`config.mk`:
```
export PLATFORM = sky130hd
export DESIGN_NAME = pelletStore
export DESIGN_NICKNAME = d
export VERILOG_FILES = /design/src/rtl/pelletPkg.sv /design/src/rtl/pelletStore.sv
export SDC_FILE = /design/constraint.sdc
export NUM_CORES = 1
export LEC_CHECK = 0
export BUFFER_PORTS_ARGS = -buffer_cell sky130_fd_sc_hd__buf_2
export CAP_MARGIN = 20
export CORE_MARGIN = 2
export CORE_UTILIZATION = 46
export DETAILED_ROUTE_END_ITERATION = 16
export GPL_TIMING_DRIVEN = 0
export PLACE_DENSITY = 0.76
export SLEW_MARGIN = 0
export SYNTH_ARGS = -nofsm -noshare
export SYNTH_HDL_FRONTEND = slang
export SYNTH_SLANG_ARGS = --single-unit
```
`constraint.sdc`:
```
create_clock -name Clk -period 1 [get_ports Clk]
set_clock_uncertainty 0.1 [all_clocks]
set_input_delay 0.05 -clock Clk [delete_from_list [all_inputs] [get_ports Clk]]
set_output_delay 0.05 -clock Clk [all_outputs]
set_load 0.02 [all_outputs]
```
`src/rtl/pelletPkg.sv`:
```
`default_nettype none

package pelletPkg;

    localparam int NumPellets = 16;
    // pellets below this index make the player grow
    localparam int GrowPellets = 8;

    typedef logic [9:0] coord_t;

    typedef struct packed {
        coord_t x;
        coord_t y;
    } point_t;

    typedef point_t [NumPellets-1:0] pelletSet_t;
    typedef logic [NumPellets-1:0] pelletMask_t;
    typedef logic [3:0] size_t;

    // outcome of one frame's collision check
    typedef enum logic [1:0] {
        HIT_NONE   = 2'd0,
        HIT_GROW   = 2'd1,
        HIT_SHRINK = 2'd2
    } hitKind_t;

    // spawn spots after reset
    localparam pelletSet_t PelletHome = '{
        0:  '{x: 10'd150, y: 10'd300},
        1:  '{x: 10'd12,  y: 10'd7},
        2:  '{x: 10'd17,  y: 10'd58},
        3:  '{x: 10'd45,  y: 10'd69},
        4:  '{x: 10'd66,  y: 10'd88},
        5:  '{x: 10'd77,  y: 10'd92},
        6:  '{x: 10'd89,  y: 10'd120},
        7:  '{x: 10'd100, y: 10'd130},
        8:  '{x: 10'd200, y: 10'd66},
        9:  '{x: 10'd300, y: 10'd99},
        10: '{x: 10'd400, y: 10'd89},
        11: '{x: 10'd455, y: 10'd300},
        12: '{x: 10'd543, y: 10'd400},
        13: '{x: 10'd602, y: 10'd38},
        14: '{x: 10'd625, y: 10'd5},
        15: '{x: 10'd644, y: 10'd79}
    };

endpackage

`default_nettype wire

```
`src/rtl/pelletStore.sv`:
```
`default_nettype none

module pelletStore
    import pelletPkg::*;
(
    input  wire              Clk,
    input  wire              rst,
    input  wire              frameTick,
    input  wire pelletMask_t touched,
    input  wire point_t      randomPos,
    output pelletSet_t       pellets
);

    point_t respawnPos;

    // respawns land in the upper left 512 by 256 area
    assign respawnPos = '{
        x: {1'b0, randomPos.x[8:0]},
        y: {2'b00, randomPos.y[7:0]}
    };

    always_ff @(posedge Clk)
    begin
        if (rst)
        begin
            pellets <= PelletHome;
        end
        else if (frameTick)
        begin
            // every touched pellet takes the same new spot
            for (int i = 0; i < NumPellets; i++)
            begin
                if (touched[i])
                    pellets[i] <= respawnPos;
            end
        end
    end

    for (genvar i = 0; i < NumPellets; i++)
    begin : gCheck
        // a respawned pellet stays inside the masked area
        respawnInArea: assert property (@(posedge Clk) disable iff (rst)
            (frameTick && touched[i]) |=> (pellets[i].y < 10'd256));
    end

endmodule

`default_nettype wire

```
# Yosys cells after proc, flatten, opt, wreduce, memory -nomap -nowiden
# Cells that the tools add are included.
dict set report word_totals {
  register_bits 279
  inputBits 39
  output_inout_bits 320
  wordCells 48
}
dict set report classes {
  reduce_logical 16
}
# op n
set ops {}
lappend ops {{AND reduction 2 bit} 16}

# Depth between registers and ports, before layout
dict set report logic_depth {
  word_depth 1
  depth_mapped 5
  ltp_nobuf 2
}

# Least setup slack after synthesis
# Ideal clock, no wire load.
dict set report synth_timing {
  path_type {input to register}
  start {in touched[10]}
  end {reg pellets[203] in the netlist's numbering}
  setup_time_ns 0.136
  t_arrival_ns 0.773
  t_required_ns 0.764
  slack_ns -0.009
  path_stages 4
  path_buffers 2
  cell_sequence {clkbuf_1 and2_1 buf_1 a21oi_1}
}
dict set report synth_via {
  elab_chain_len 1
}
# element line
set synth_rtl {}
lappend synth_rtl {{start, declared} pelletStore.sv:9} ;# input wire pelletMask_t touched,
lappend synth_rtl {{AND reduction 2 bit (no line)} -}
lappend synth_rtl {{end signal, assigned} pelletStore.sv:26} ;# pellets <= PelletHome;
lappend synth_rtl {{end signal, assigned by index} pelletStore.sv:34} ;# pellets[i] <= respawnPos;
lappend synth_rtl {{end, declared} pelletStore.sv:11} ;# output pelletSet_t pellets
# No other way between the ends.
# A chain may end at the register's enable or synchronous reset.

# Worst setup path in the final report
dict set report layout_timing {
  start {reg pellets[79] in the netlist's numbering}
  end {out pellets[79] in the netlist's numbering}
}
# No word-level cell between the ends.

==> summary.txt <==
Grt ovf - 0
Hold Path Cell Cnt - 3
First-pass GRT wire length - 58900 um
P per Cell Area - 1640 nW/um2
Flop2flop setup slack - -0.06 ns
Worst Hold Class - in2reg
Largest register FFs - 278
Area after DPL - 12900 um2
Yosys top cell area share - 51.3%
Fin crit period - 1.25 ns
Most frequent cells in the layout - buf_6, dfxtp_2, nand2b_1
Synth warnings - 0
CP endpoint kind - output pin
Wirelength per Cell - 22.3 um
Sum of buffers and inverters on the critical path - 2
Crit Path Max Fanout - 3
Worst-margin pin slew - 0.798 ns
Largest net degree at the start of global routing - 14
Max-cap viol count - 0
Port buffer count - 302
Reg2Reg Depth - 4
Leak - 7.79 nW
RR Startpoint - pellets[212]
Area Growth Syn to Fin - 58.5%
Worst setup margin - -0.254 ns
Setup crit start kind - flip-flop
Post-route cell area - 17200 um2
Fin. max-slew vios - 0
Sequential-to-total area share from yosys stat - 51.3%
Max Clock Freq - 797 MHz
Routed WL - 42000 um
Crit path max-delay family - flip-flops
Final HPWL DP - 25400 um
Worst-Skew Late Latency - 0.54 ns
Top cells by area, synth - dfxtp_1, mux2i_1, nand2b_1, a211oi_1, a21oi_1
Syn avg cell area - 10.5 um2
Crit Path Category - reg2out
CTS root buf - clkbuf_16
Critical path's slowest cell - dfxtp_2
Initial antenna violation count - 4
Hold worst-path end - pellets[175]
Vias in the first global route - 10092
Hold Fails Final Rpt - 57
Clock Sinks - 278
Outcome - complete, but fails checks
Failing checks - hold timing, setup timing
Vias/cell - 5.35
Worst EP required - 0.85 ns
Via count - 10057
Final TNS setup - -45.28 ns
DR pass1 iterations - 5
1st-iter DRT viols - 603
Gpl congestion - 0.881
Die area - 24800 um2
Initial Utilization - 46.5%
Cell count after synthesis - 1034
RSZ-0062 raised after global routing - yes
Core footprint - 23300 um2
Reg-to-reg endpoint - pellets[212]
Worst Hold Launch - touched[8]
Reg with most FFs - pellets
Crit path cell chain - buf_6 -> buf_6
Die X - 158 um
CTS Buffer Depth - 3
Number of H-tree levels - 1
CTS tree - yes
Crit-path most repeated cell - buf_6
Largest regs - pellets x278
Layout cells sized above 1 - 56.2%
FF+latch count, synth - 278
Die Y - 158 um
Dominant cell type by area after synthesis - dfxtp_1
Worst slew margin - 46.8%
Gr usage total - 31.3%
Clock-pin slew on the worst setup and hold paths - 0.06 ns
Num ports - 359
Critical Path AT - 1.10 ns
# DRC - 0
Final setup viols - 340
Final Power - 28.3 mW
Nets@finish - 1578
Commonest non-fill, non-tap cell in the layout - buf_6
VDD IR max - 1.49 mV
Final Cycle Share - 125%
# rows - 56
Total CTS buffers - 28
Crit path largest cell delay - 0.35 ns
Synthesized area - 10900 um2
Synth cell types - 20
Post-route ant nets - 0
WHS - -0.187 ns
per-layer routing:
| layer | track usage (%) | vias up | share of wire [%] |
|---|---|---|---|
| li1 | - | 4496 | - |
| met3 | 8.43 | 161 | 7.9 |
| met2 | 53.5 | 514 | 49 |
| met1 | 35.9 | 4886 | 38 |
| met4 | 16.3 | 0 | 5.8 |
| met5 | 0 | - | 0 |
cell families (layout without fill, tap and decap cells):
family / count (synthesis) / in the layout / share of synthesized area, %
DFF: 278 / 278 / 51.3
and+or+nand+nor: 231 / 231 / 13.3
other: 1 / 45 / 0.0346
AOI/OAI and AO/OA: 220 / 220 / 12.8
buffers and inverters: 139 / 621 / 7.44
muxes: 165 / 165 / 15.2
cell usage after synthesis, drive strengths merged:
cell type,number
nor2,17
a21o,6
nand2,16
buf,113
conb,1
a211oi,107
a21oi,107
and2,16
dfxtp,278
clkbuf,26
nand2b,182
mux2i,165
final cells by class:
class                   count  area [um2]
clock buffers              38         790
plain buffers             135         817
clock inverters             9         174
multi-input cells         657        4730
repair buffers            439        4360
diodes                      4        10.0
flip-flops and latches    278        5910
well taps                 319         399
fillers                  1504        6130
worst max path at each step:
stage | startpoint | endpoint | cells past startpoint
3_3_place_gp | rst | pellets[246] | 5
5_1_grt | pellets[79] | pellets[79] | 2
6_report | pellets[79] | pellets[79] | 2
4_1_cts | pellets[79] | pellets[79] | 2
2_1_floorplan | touched[15] | pellets[304] | 5
3_5_place_dp | rst | pellets[303] | 5
worst min-delay path, stage by stage:
cell      delay (ns)
buf_2           0.17
a211oi_1        0.09
a21oi_1         0.10
power by group:
part	leakage (nW)	switching, mW	total, mW	internal, mW
logic	5.02	2.62	4.81	2.19
registers	2.30	0.458	12.2	11.8
clock network	0.473	4.48	11.3	6.77
total	7.79	7.56	28.3	20.7
through the flow:
stage | utilization (%) | setup slack [ns] | std cells
finish | 73.7 | -0.254 | 1879
global route | 73.7 | -0.292 | 1879
CTS | 71.2 | -0.272 | 1815
detailed placement | 55.4 | -0.646 | 1695
global placement | 55.4 | -0.704 | 1695
floorplan | - | 0.0172 | 1074
repair_timing:
item                                    CTS  global route
pin swaps                                 0             0
resized for setup                       841            33
endpoints found under the setup margin  321           427
endpoints found under the hold margin   197           122
hold buffers                             30             7
buffers inserted                         44            62
(Power assumes the default switching activity.)
