===== src/rtl/pelletPkg.sv =====
`default_nettype none

package pelletPkg;

    localparam int NumPellets = 16;
    // pellets below this index make the player grow
    localparam int GrowPellets = 8;

    typedef logic [9:0] coord_t;

    typedef struct packed {
        coord_t x;
        coord_t y;
    } point_t;

    typedef point_t [NumPellets-1:0] pelletSet_t;
    typedef logic [NumPellets-1:0] pelletMask_t;
    typedef logic [3:0] size_t;

    // outcome of one frame's collision check
    typedef enum logic [1:0] {
        HIT_NONE   = 2'd0,
        HIT_GROW   = 2'd1,
        HIT_SHRINK = 2'd2
    } hitKind_t;

    // spawn spots after reset
    localparam pelletSet_t PelletHome = '{
        0:  '{x: 10'd150, y: 10'd300},
        1:  '{x: 10'd12,  y: 10'd7},
        2:  '{x: 10'd17,  y: 10'd58},
        3:  '{x: 10'd45,  y: 10'd69},
        4:  '{x: 10'd66,  y: 10'd88},
        5:  '{x: 10'd77,  y: 10'd92},
        6:  '{x: 10'd89,  y: 10'd120},
        7:  '{x: 10'd100, y: 10'd130},
        8:  '{x: 10'd200, y: 10'd66},
        9:  '{x: 10'd300, y: 10'd99},
        10: '{x: 10'd400, y: 10'd89},
        11: '{x: 10'd455, y: 10'd300},
        12: '{x: 10'd543, y: 10'd400},
        13: '{x: 10'd602, y: 10'd38},
        14: '{x: 10'd625, y: 10'd5},
        15: '{x: 10'd644, y: 10'd79}
    };

endpackage

`default_nettype wire


===== src/rtl/frameSizeTracker.sv =====
`default_nettype none

module frameSizeTracker
    import pelletPkg::*;
#(
    parameter int MinSize   = 1,
    parameter int MaxSize   = 10,
    parameter int StartSize = 4
)
(
    input  wire           Clk,
    input  wire           rst,
    input  wire           frameClk,
    input  wire hitKind_t hitKind,
    output logic          frameTick,
    output size_t         playerSize,
    output logic [31:0]   score
);

    logic frameClkDelayed;

    always_ff @(posedge Clk)
    begin
        if (rst)
            frameClkDelayed <= 1'b0;
        else
            frameClkDelayed <= frameClk;
    end

    // one cycle pulse on the rise of the frame level
    assign frameTick = frameClk && !frameClkDelayed;

    always_ff @(posedge Clk)
    begin
        if (rst)
        begin
            score      <= '0;
            playerSize <= size_t'(StartSize);
        end
        else if (frameTick && (hitKind != HIT_NONE))
        begin
            score <= score + 32'd1;
            // step the size, saturating at both ends
            case (hitKind)
                HIT_GROW:
                    if (playerSize < size_t'(MaxSize))
                        playerSize <= playerSize + size_t'(1);
                HIT_SHRINK:
                    if (playerSize > size_t'(MinSize))
                        playerSize <= playerSize - size_t'(1);
                default:
                    playerSize <= playerSize;
            endcase
        end
    end

    // size never leaves its legal range
    sizeInRange: assert property (@(posedge Clk) disable iff (rst)
        (playerSize >= size_t'(MinSize)) && (playerSize <= size_t'(MaxSize)));

endmodule

`default_nettype wire


===== config.mk =====
export PLATFORM = sky130hd
export DESIGN_NAME = frameSizeTracker
export DESIGN_NICKNAME = d
export VERILOG_FILES = /design/src/rtl/pelletPkg.sv /design/src/rtl/frameSizeTracker.sv
export SDC_FILE = /design/constraint.sdc
export NUM_CORES = 1
export LEC_CHECK = 0
export ABC_AREA = 1
export BUFFER_PORTS_ARGS = -buffer_cell sky130_fd_sc_hd__buf_2
export CELL_PAD_IN_SITES_DETAIL_PLACEMENT = 1
export CELL_PAD_IN_SITES_GLOBAL_PLACEMENT = 1
export CORE_UTILIZATION = 38
export DETAILED_ROUTE_END_ITERATION = 7
export GPL_TIMING_DRIVEN = 0
export PLACE_DENSITY_LB_ADDON = 0.08
export SETUP_SLACK_MARGIN = 0.05
export SYNTH_ARGS = -nofsm -noshare
export SYNTH_HDL_FRONTEND = slang
export SYNTH_SLANG_ARGS = --single-unit

===== constraint.sdc =====
create_clock -name Clk -period 1.98 [get_ports Clk]
set_input_delay 0.198 -clock Clk [delete_from_list [all_inputs] [get_ports Clk]]
set_output_delay 0.198 -clock Clk [all_outputs]
set_load 0.05 [all_outputs]

### Word level (Yosys, flattened, before mapping)

Index checks and enable logic that the tools add are counted.
Widths: inputs -> output; s select.

* $add $sub $neg: 3
* order comparisons: 2
* equal/unequal tests: 4
* mux-type cells: 3
* reductions and logical operators: 6

Operators by type and width (count)
* $add 32x1->32 const B: 1
* $mux 4: 2
* $pmux 4 s2: 1
* $add 4x1->4 const B: 1
* $gt 4x1->1 const B: 1
* $lt 4x4->1 const B: 1
* $ne 2x2->1 const B: 2
* $reduce_and 4->1: 1
* $reduce_bool 2->1: 2
* $sub 4x1->4 const B: 1
* $eq 2x1->1 const B: 1
* $eq 2x2->1 const B: 1
* $logic_and 1x1->1: 2
* $logic_not 1->1: 1

* bits in registers: 37
* input port bits: 5
* output and inout port bits: 37
* logic and storage cells: 21

### Depth between registers and ports, before layout

Gate-level depths: netlist of run 1.

* word-level depth: 4
* mapped depth: 9
* gate-level depth less buffers: 9

### Worst setup path after synthesis of run 1

Ideal clock, no wire load.

* path kind: reg-to-reg
* start point: register score[0]
* end point: register score[28]
* setup time: 110 ps
* data arrival time: 1739 ps
* required time: 1870 ps
* setup slack: 131 ps
* cell stages (with the launch flop): 10
* path buffers: 1
* period minus slack after synthesis: 1849 ps
* path through: dfxtp_1 -> ha_1 -> inv_1 -> nor2_2 -> nand3_4 -> nor2_4 -> buf_6 -> nand4_1 -> nand2_1 -> nor2_1

* cells in the longest elaborated chain, start to end: 1

Ends and longest elaborated chain
* start, declared: line frameSizeTracker.sv:17 `output logic [31:0] score`
* start signal, assigned: line frameSizeTracker.sv:42 `score <= score + 32'd1;`
* $add 32x1->32: line frameSizeTracker.sv:42

No other way between the ends.
A chain may end at the register's enable or synchronous reset.

### Worst setup path after layout of run 1

* start point: register score[0]
* end point: register score[30]

The elaborated chain is that of the path after synthesis.

==> results of run 1 <==
[worst paths after layout]
| check | start | slack, ns | to |
|---|---|---|---|
| worst max-delay path | score[0] | 0.27 | score[30] |
| worst min-delay path | frameClk | 0.12 | frameClkDelayed |
| worst max register to register | score[0] | 0.27 | score[30] |
| worst min register to register | score[5] | 0.49 | score[5] |
[cells in the mapped netlist (4+ instances only)]
cell type and n:
ha_1 4, inv_1 43, dfxtp_1 37, a21oi_1 16, nor2_4 5, nor2_2 5
nand2_1 68, nand3_1 26, nor2_1 56, nand4_1 13, nor3_1 5, o21ai_0 12
[flip-flops by register name (all words and copies together) (netlist names)]
signal and count:
score 32, playerSize 4, frameClkDelayed 1
[kinds of logic after synthesis]
kind of cell    share of synthesized area (%)
fa+ha+maj                                2.41
simple gates                             41.6
compound gates                           8.63
flops                                    35.7
xor+xnor                                 1.69
buf+inv                                  9.95
[critical path, stage by stage, from the launching register on]
cell     delay [ns]
dfxtp_1        0.39
ha_1           0.21
inv_1          0.06
nor2_2         0.21
nand3_4        0.13
nor2_4         0.21
buf_6          0.18
nand4_1        0.09
nand2_1        0.07
nor2_1         0.06
[power breakdown]
part	internal, mW	total, mW	switching (mW)
clock network	0.251	0.526	0.275
registers	0.752	0.761	0.00853
logic	0.0379	0.133	0.0956
total	1.04	1.42	0.380
[cell type report]
| class | instances | area share, % |
|---|---|---|
| buffer | 7 | 1.54 |
| clock buffer | 8 | 3.28 |
| tap | 70 | 3.59 |
| multi-input combinational | 226 | 46.2 |
| inverter | 45 | 6.92 |
| sequential | 37 | 30.3 |
| timing repair buffer | 40 | 8.20 |
[per-stage QoR]
stage	setup slack, ns	std cells	power, mW
2_1_floorplan	0.131	315	0.878
3_3_place_gp	0.316	425	0.910
3_5_place_dp	0.286	425	0.913
4_1_cts	0.256	433	1.44
5_1_grt	0.101	433	1.48
6_report	0.267	433	1.42
[per-layer routing]
metal	vias to the layer above	GRT usage [%]
met3	5	4.37
met2	27	36.0
met5	-	0
li1	1094	-
met4	0	4.94
met1	1021	26.6
[layout by cell type, fill, tap and decap left out, types with 12 or more instances in the layout]
cell and n:
dfxtp_1 37, nand4_1 13, a21oi_1 16, nand2_1 68, nand3_1 26, buf_2 42
nor2_1 56, inv_1 43, o21ai_0 12
==> summary.md, run 1 <==
| Metric | Value |
|---|---|
| Htree depth | `2` |
| Synth top area cells | `dfxtp_1 36%, nand2_1 12%, nor2_1 10%` |
| Worst hold path class | `in -> reg` |
| Leak | `1.08 nW` |
| ANT nets after route | `0` |
| Slew of the pin with the lowest slew margin | `0.539 ns` |
| Final Hold Vio Count | `0` |
| Nets | `371` |
| Diode count | `0` |
| Synth Net Count | `about 320` |
| Crit Path Category | `reg -> reg` |
| Initial antenna violation count | `0` |
| First-pass GRT wire length | `8.98 mm` |
| # IOs | `42` |
| Fin util | `between 40% and 50%` |
| CTS tree | `yes` |
| Slew Limit Fails | `0` |
| Gr usage total | `about a fifth` |
| Unrepaired setup endpoints after global routing | `false` |
| # resized after CTS | `0` |
| Layout Skew | `0.0108 ns` |
| Avg WL per Cell | `13.0 um` |
| Cell area after layout | `about 2400 um^2` |
| DR DRC count | `0` |
| Initial DRC count | `66` |
| Placed inst area | `2360 um^2` |
| Synth top area share | `a little over a third` |
| Die X | `75.9 um` |
| CP required | `2.16 ns` |
| Worst r2r path cells | `9` |
| Min cycle time layout | `1.71 ns` |
| Vias | `2147` |
| Asr flop ratio synth | `0%` |
| Worst Hold Path Cells | `3` |
| Via/cell ratio | `just under 5` |
| CP Capture Type | `flip-flop` |
| Rel. slew slack | `about 64%` |
| Layout cell share with drive strength beyond 1 | `19.3%` |
| Core area | `5170 um^2` |
| Layout fillers | `a little over 700` |
| Pwr dens | `582 nW/um^2` |
| Drt first pass iters | `4` |
| Outcome | `completed` |
| M1 WL | `2.68 mm` |
| Synth Flop Type | `dfxtp_1` |
| Yosys reg bits | `37` |
| Num CTS Buffers | `5` |
| Syn Inst Count | `~320` |
| Number of global-route vias before repair | `between 1500 and 2000` |
| Worst-path clk slew | `0.07 ns` |
| Top layer in use | `met4` |
| Hold WS | `~0.12 ns` |
| Cts hold-fix bufs | `0` |
| Bufs on Longest Clock Path | `2` |
| Layout area overhead | `17.7%` |
| Post-synth EDFFs | `0` |
| Worst VDD drop | `0.000319 V` |
| Largest net degree at the start of global routing | `11` |
| Wire length on met3 | `147 um` |
| Fmax | `584 MHz` |
| CTS root buf | `clkbuf_8` |
| Post-CTS Setup Inserts | `0` |
| I/O Buffers | `40` |
| Worst Setup Start Kind | `flip-flop` |
| Area of the multi-input gates | `1130 um^2` |
| Reg area | `741 um^2` |
| Die H | `75.9 um` |
| Total grt overflow | `0` |
| Final setup viols | `0` |
| Final setup TNS | `0 ns` |
| Synth area leader | `dfxtp_1` |
| CP Data Arrival Time | `1.89 ns` |
| Final WL | `5.65 mm` |
| Seq/Total Area, Yosys | `35.7%` |
| Avg Synthesized Cell Area | `6.59 um^2` |
| Metal2 WL | `around 2.8 mm` |
| RD Place Congestion | `0.736` |
| Synth unique cells | `29` |
| Max cap viols | `0` |
| Dpl hpwl | `4.30 mm` |
| Initial Util | `40.1%` |
| Skew-Pair Late Insertion Delay | `0.29 ns` |
| Crit share post-route | `86.5%` |
| FP Rows | `26` |
| Post-Syn Area | `between 2000 and 2500 um^2` |
| CTS Sinks | `37` |
| Ys Warns | `0` |
| Die Footprint | `5760 um^2` |
| Crit-path max FO | `10` |
Power figures use the tool's default switching activity.
==> run 2: changes to the inputs <==
Settings changed: CELL_PAD_IN_SITES_DETAIL_PLACEMENT 1 to unset, CELL_PAD_IN_SITES_GLOBAL_PLACEMENT 1 to unset, CORE_UTILIZATION 38 to 54.
==> run 2 against run 1 <==
  * Via count down 2.2%
  * First-iteration DRC count rose by 140%
  * Final cell count decreased by 5.1%
  * Flip-flop and latch count is the same
  * Maximum frequency is 2.2% higher
  * Highest routed layer unchanged
  * Clock power fell by 4.8%
  * Largest cell class unchanged
  * Register-to-register slack better by 0.04 ns
  * Cell area shrank 1.1%
  * Clock skew fell by 0.0062 ns
  * Count of clock-buffer cells in the layout did not move
  * Critical path type unchanged
==> summary.md, run 2 (synthesized netlist as in run 1, its figures left out) <==
| Metric | Value |
|---|---|
| Outcome | `completed` |
| Bufs on Longest Clock Path | `2 (unchanged)` |
| Cts hold-fix bufs | `0 (unchanged)` |
| Layout area overhead | `16.4%` |
| FP Rows | `22 (-15%)` |
| Worst-path clk slew | `0.07 ns (about the same)` |
| Dpl hpwl | `3.31 mm (-23%)` |
| Initial DRC count | `157 (+140%)` |
| Fmax | `597 MHz (+2.2%)` |
| CP Data Arrival Time | `1.86 ns (-0.03 ns)` |
| Final WL | `4.43 mm (-22%)` |
| Die X | `64.0 um (-16%)` |
| Reg area | `741 um^2 (unchanged)` |
| Worst hold path class | `in -> reg` |
| Final WS setup | `0.304 ns (+0.0373 ns)` |
| Htree depth | `2 (unchanged)` |
| Number of global-route vias before repair | `1743 (-9.2%)` |
| Largest regs | `score x32, playerSize x4, frameClkDelayed x1` |
| RD Place Congestion | `0.815 (+11%)` |
| Drt first pass iters | `4 (unchanged)` |
| Layout cell share with drive strength beyond 1 | `19.3% (unchanged)` |
| Layout Skew | `0.00464 ns (-0.00615 ns)` |
| Commonest non-fill, non-tap cell in the layout | `nand2_1` |
| Slew Limit Fails | `0 (unchanged)` |
| Core area | `3660 um^2 (-29%)` |
| Place WS | `0.344 ns (+0.0579 ns)` |
| Initial Util | `56.7% (+17 points)` |
| Avg WL per Cell | `10.8 um (-17%)` |
| Commonest non-fill, non-tap cells in the layout | `68 x nand2_1, 56 x nor2_1, 43 x inv_1, 42 x buf_2, 37 x dfxtp_1` |
| Die Footprint | `4090 um^2 (-29%)` |
| CP required | `2.16 ns (about the same)` |
| Final Hold Vio Count | `0 (unchanged)` |
| Worst Setup Start Kind | `flip-flop` |
| Leak | `1.08 nW (unchanged)` |
| Nets | `371 (unchanged)` |
| Fin util | `66.0% (+19 points)` |
| Crit-path max FO | `10 (unchanged)` |
| # IOs | `42 (unchanged)` |
| Crit Path Category | `reg -> reg` |
| # resized after CTS | `0 (unchanged)` |
| Hold WS | `0.134 ns (+0.0134 ns)` |
| Total grt overflow | `0 (unchanged)` |
| CTS tree | `yes` |
| Final setup viols | `0 (unchanged)` |
| Min cycle time layout | `1.68 ns (-0.0373 ns)` |
| Max reg flops | `32 (unchanged)` |
| Register with the most flip-flops | `score` |
| Largest net degree at the start of global routing | `11 (unchanged)` |
| Area of the multi-input gates | `1130 um^2 (unchanged)` |
| Pwr dens | `576 nW/um^2 (-0.96%)` |
| Diode count | `0 (unchanged)` |
| CP Capture Type | `flip-flop` |
| Initial antenna violation count | `0 (unchanged)` |
| Cell area after layout | `2410 um^2 (-1.1%)` |
| DR DRC count | `0 (unchanged)` |
| Slew of the pin with the lowest slew margin | `0.493 ns (-0.0461 ns)` |
| Vias | `2100 (-2.2%)` |
| I/O Buffers | `40 (unchanged)` |
| Die H | `64.0 um (-16%)` |
| ANT nets after route | `0 (unchanged)` |
| Gr usage total | `23.8% (+2.9 points)` |
| Layout fillers | `345 (-52%)` |
| Skew-Pair Late Insertion Delay | `0.28 ns (about the same)` |
| Worst VDD drop | `0.000348 V (+9.1%)` |
| Num CTS Buffers | `5 (unchanged)` |
| CTS Sinks | `37 (unchanged)` |
| Rel. slew slack | `67.2% (+3.1 points)` |
| Unrepaired setup endpoints after global routing | `false` |
| Final setup TNS | `0 ns (unchanged)` |
| CTS root buf | `clkbuf_8` |
| Via/cell ratio | `5.11 (+3.0%)` |
| Placed inst area | `2330 um^2 (-1.2%)` |
| Crit share post-route | `84.6% (-1.9 points)` |
| First-pass GRT wire length | `7.69 mm (-14%)` |
| Post-CTS Setup Inserts | `0 (unchanged)` |
| Max cap viols | `0 (unchanged)` |
==> run 2: cell counts in the layout (fill, tap and decap cells not counted) <==
Identical to the previous run, type by type.
==> run 2: through the flow <==
stage	instances	power [mW]
after floorplan	315	0.878
after global placement	403	0.905
after detailed placement	403	0.907
after CTS	411	1.40
after global routing	411	1.46
final	411	1.39
==> run 2: critical path: stages, from the launching register on <==
cell,delay [ns]
dfxtp_1,0.39
ha_1,0.21
inv_1,0.06
nor2_2,0.21
nand3_4,0.13
nor2_4,0.20
buf_6,0.17
nand4_1,0.09
nand2_1,0.08
nor2_1,0.04
==> run 2: area by class of cell <==
cell class	instances	area share [%]
buffer	7	1.55
clock buffer	8	3.32
inverter	45	6.99
multi-input combinational	226	46.7
sequential	37	30.7
tap	48	2.49
timing repair buffer	40	8.29
==> run 2: path summary, 6_finish.rpt <==
| check | end | from | cells after the start | slack [ns] |
|---|---|---|---|---|
| hold reg to reg | score[16] | score[16] | 2 | 0.47 |
| hold / removal | frameClkDelayed | frameClk | 3 | 0.13 |
| setup / recovery | score[28] | score[0] | 9 | 0.30 |
| setup reg to reg | score[28] | score[0] | 9 | 0.30 |
==> run 2: routing by layer <==
layer  vias to the layer above  GRT usage (%)  wire [um]
met2                        67           37.5       1950
met5                         -              0          0
met3                         7           4.46        251
li1                       1100              -          -
met4                         0           7.67         59
met1                       926           32.4       2170
==> run 2: power breakdown <==
| part | total (mW) | internal (mW) | switching (mW) | leakage [nW] |
|---|---|---|---|---|
| Clock | 0.501 | 0.250 | 0.251 | 0.0395 |
| Combinational | 0.129 | 0.0376 | 0.0909 | 0.744 |
| Sequential | 0.761 | 0.753 | 0.00868 | 0.299 |
| Total | 1.39 | 1.04 | 0.351 | 1.08 |
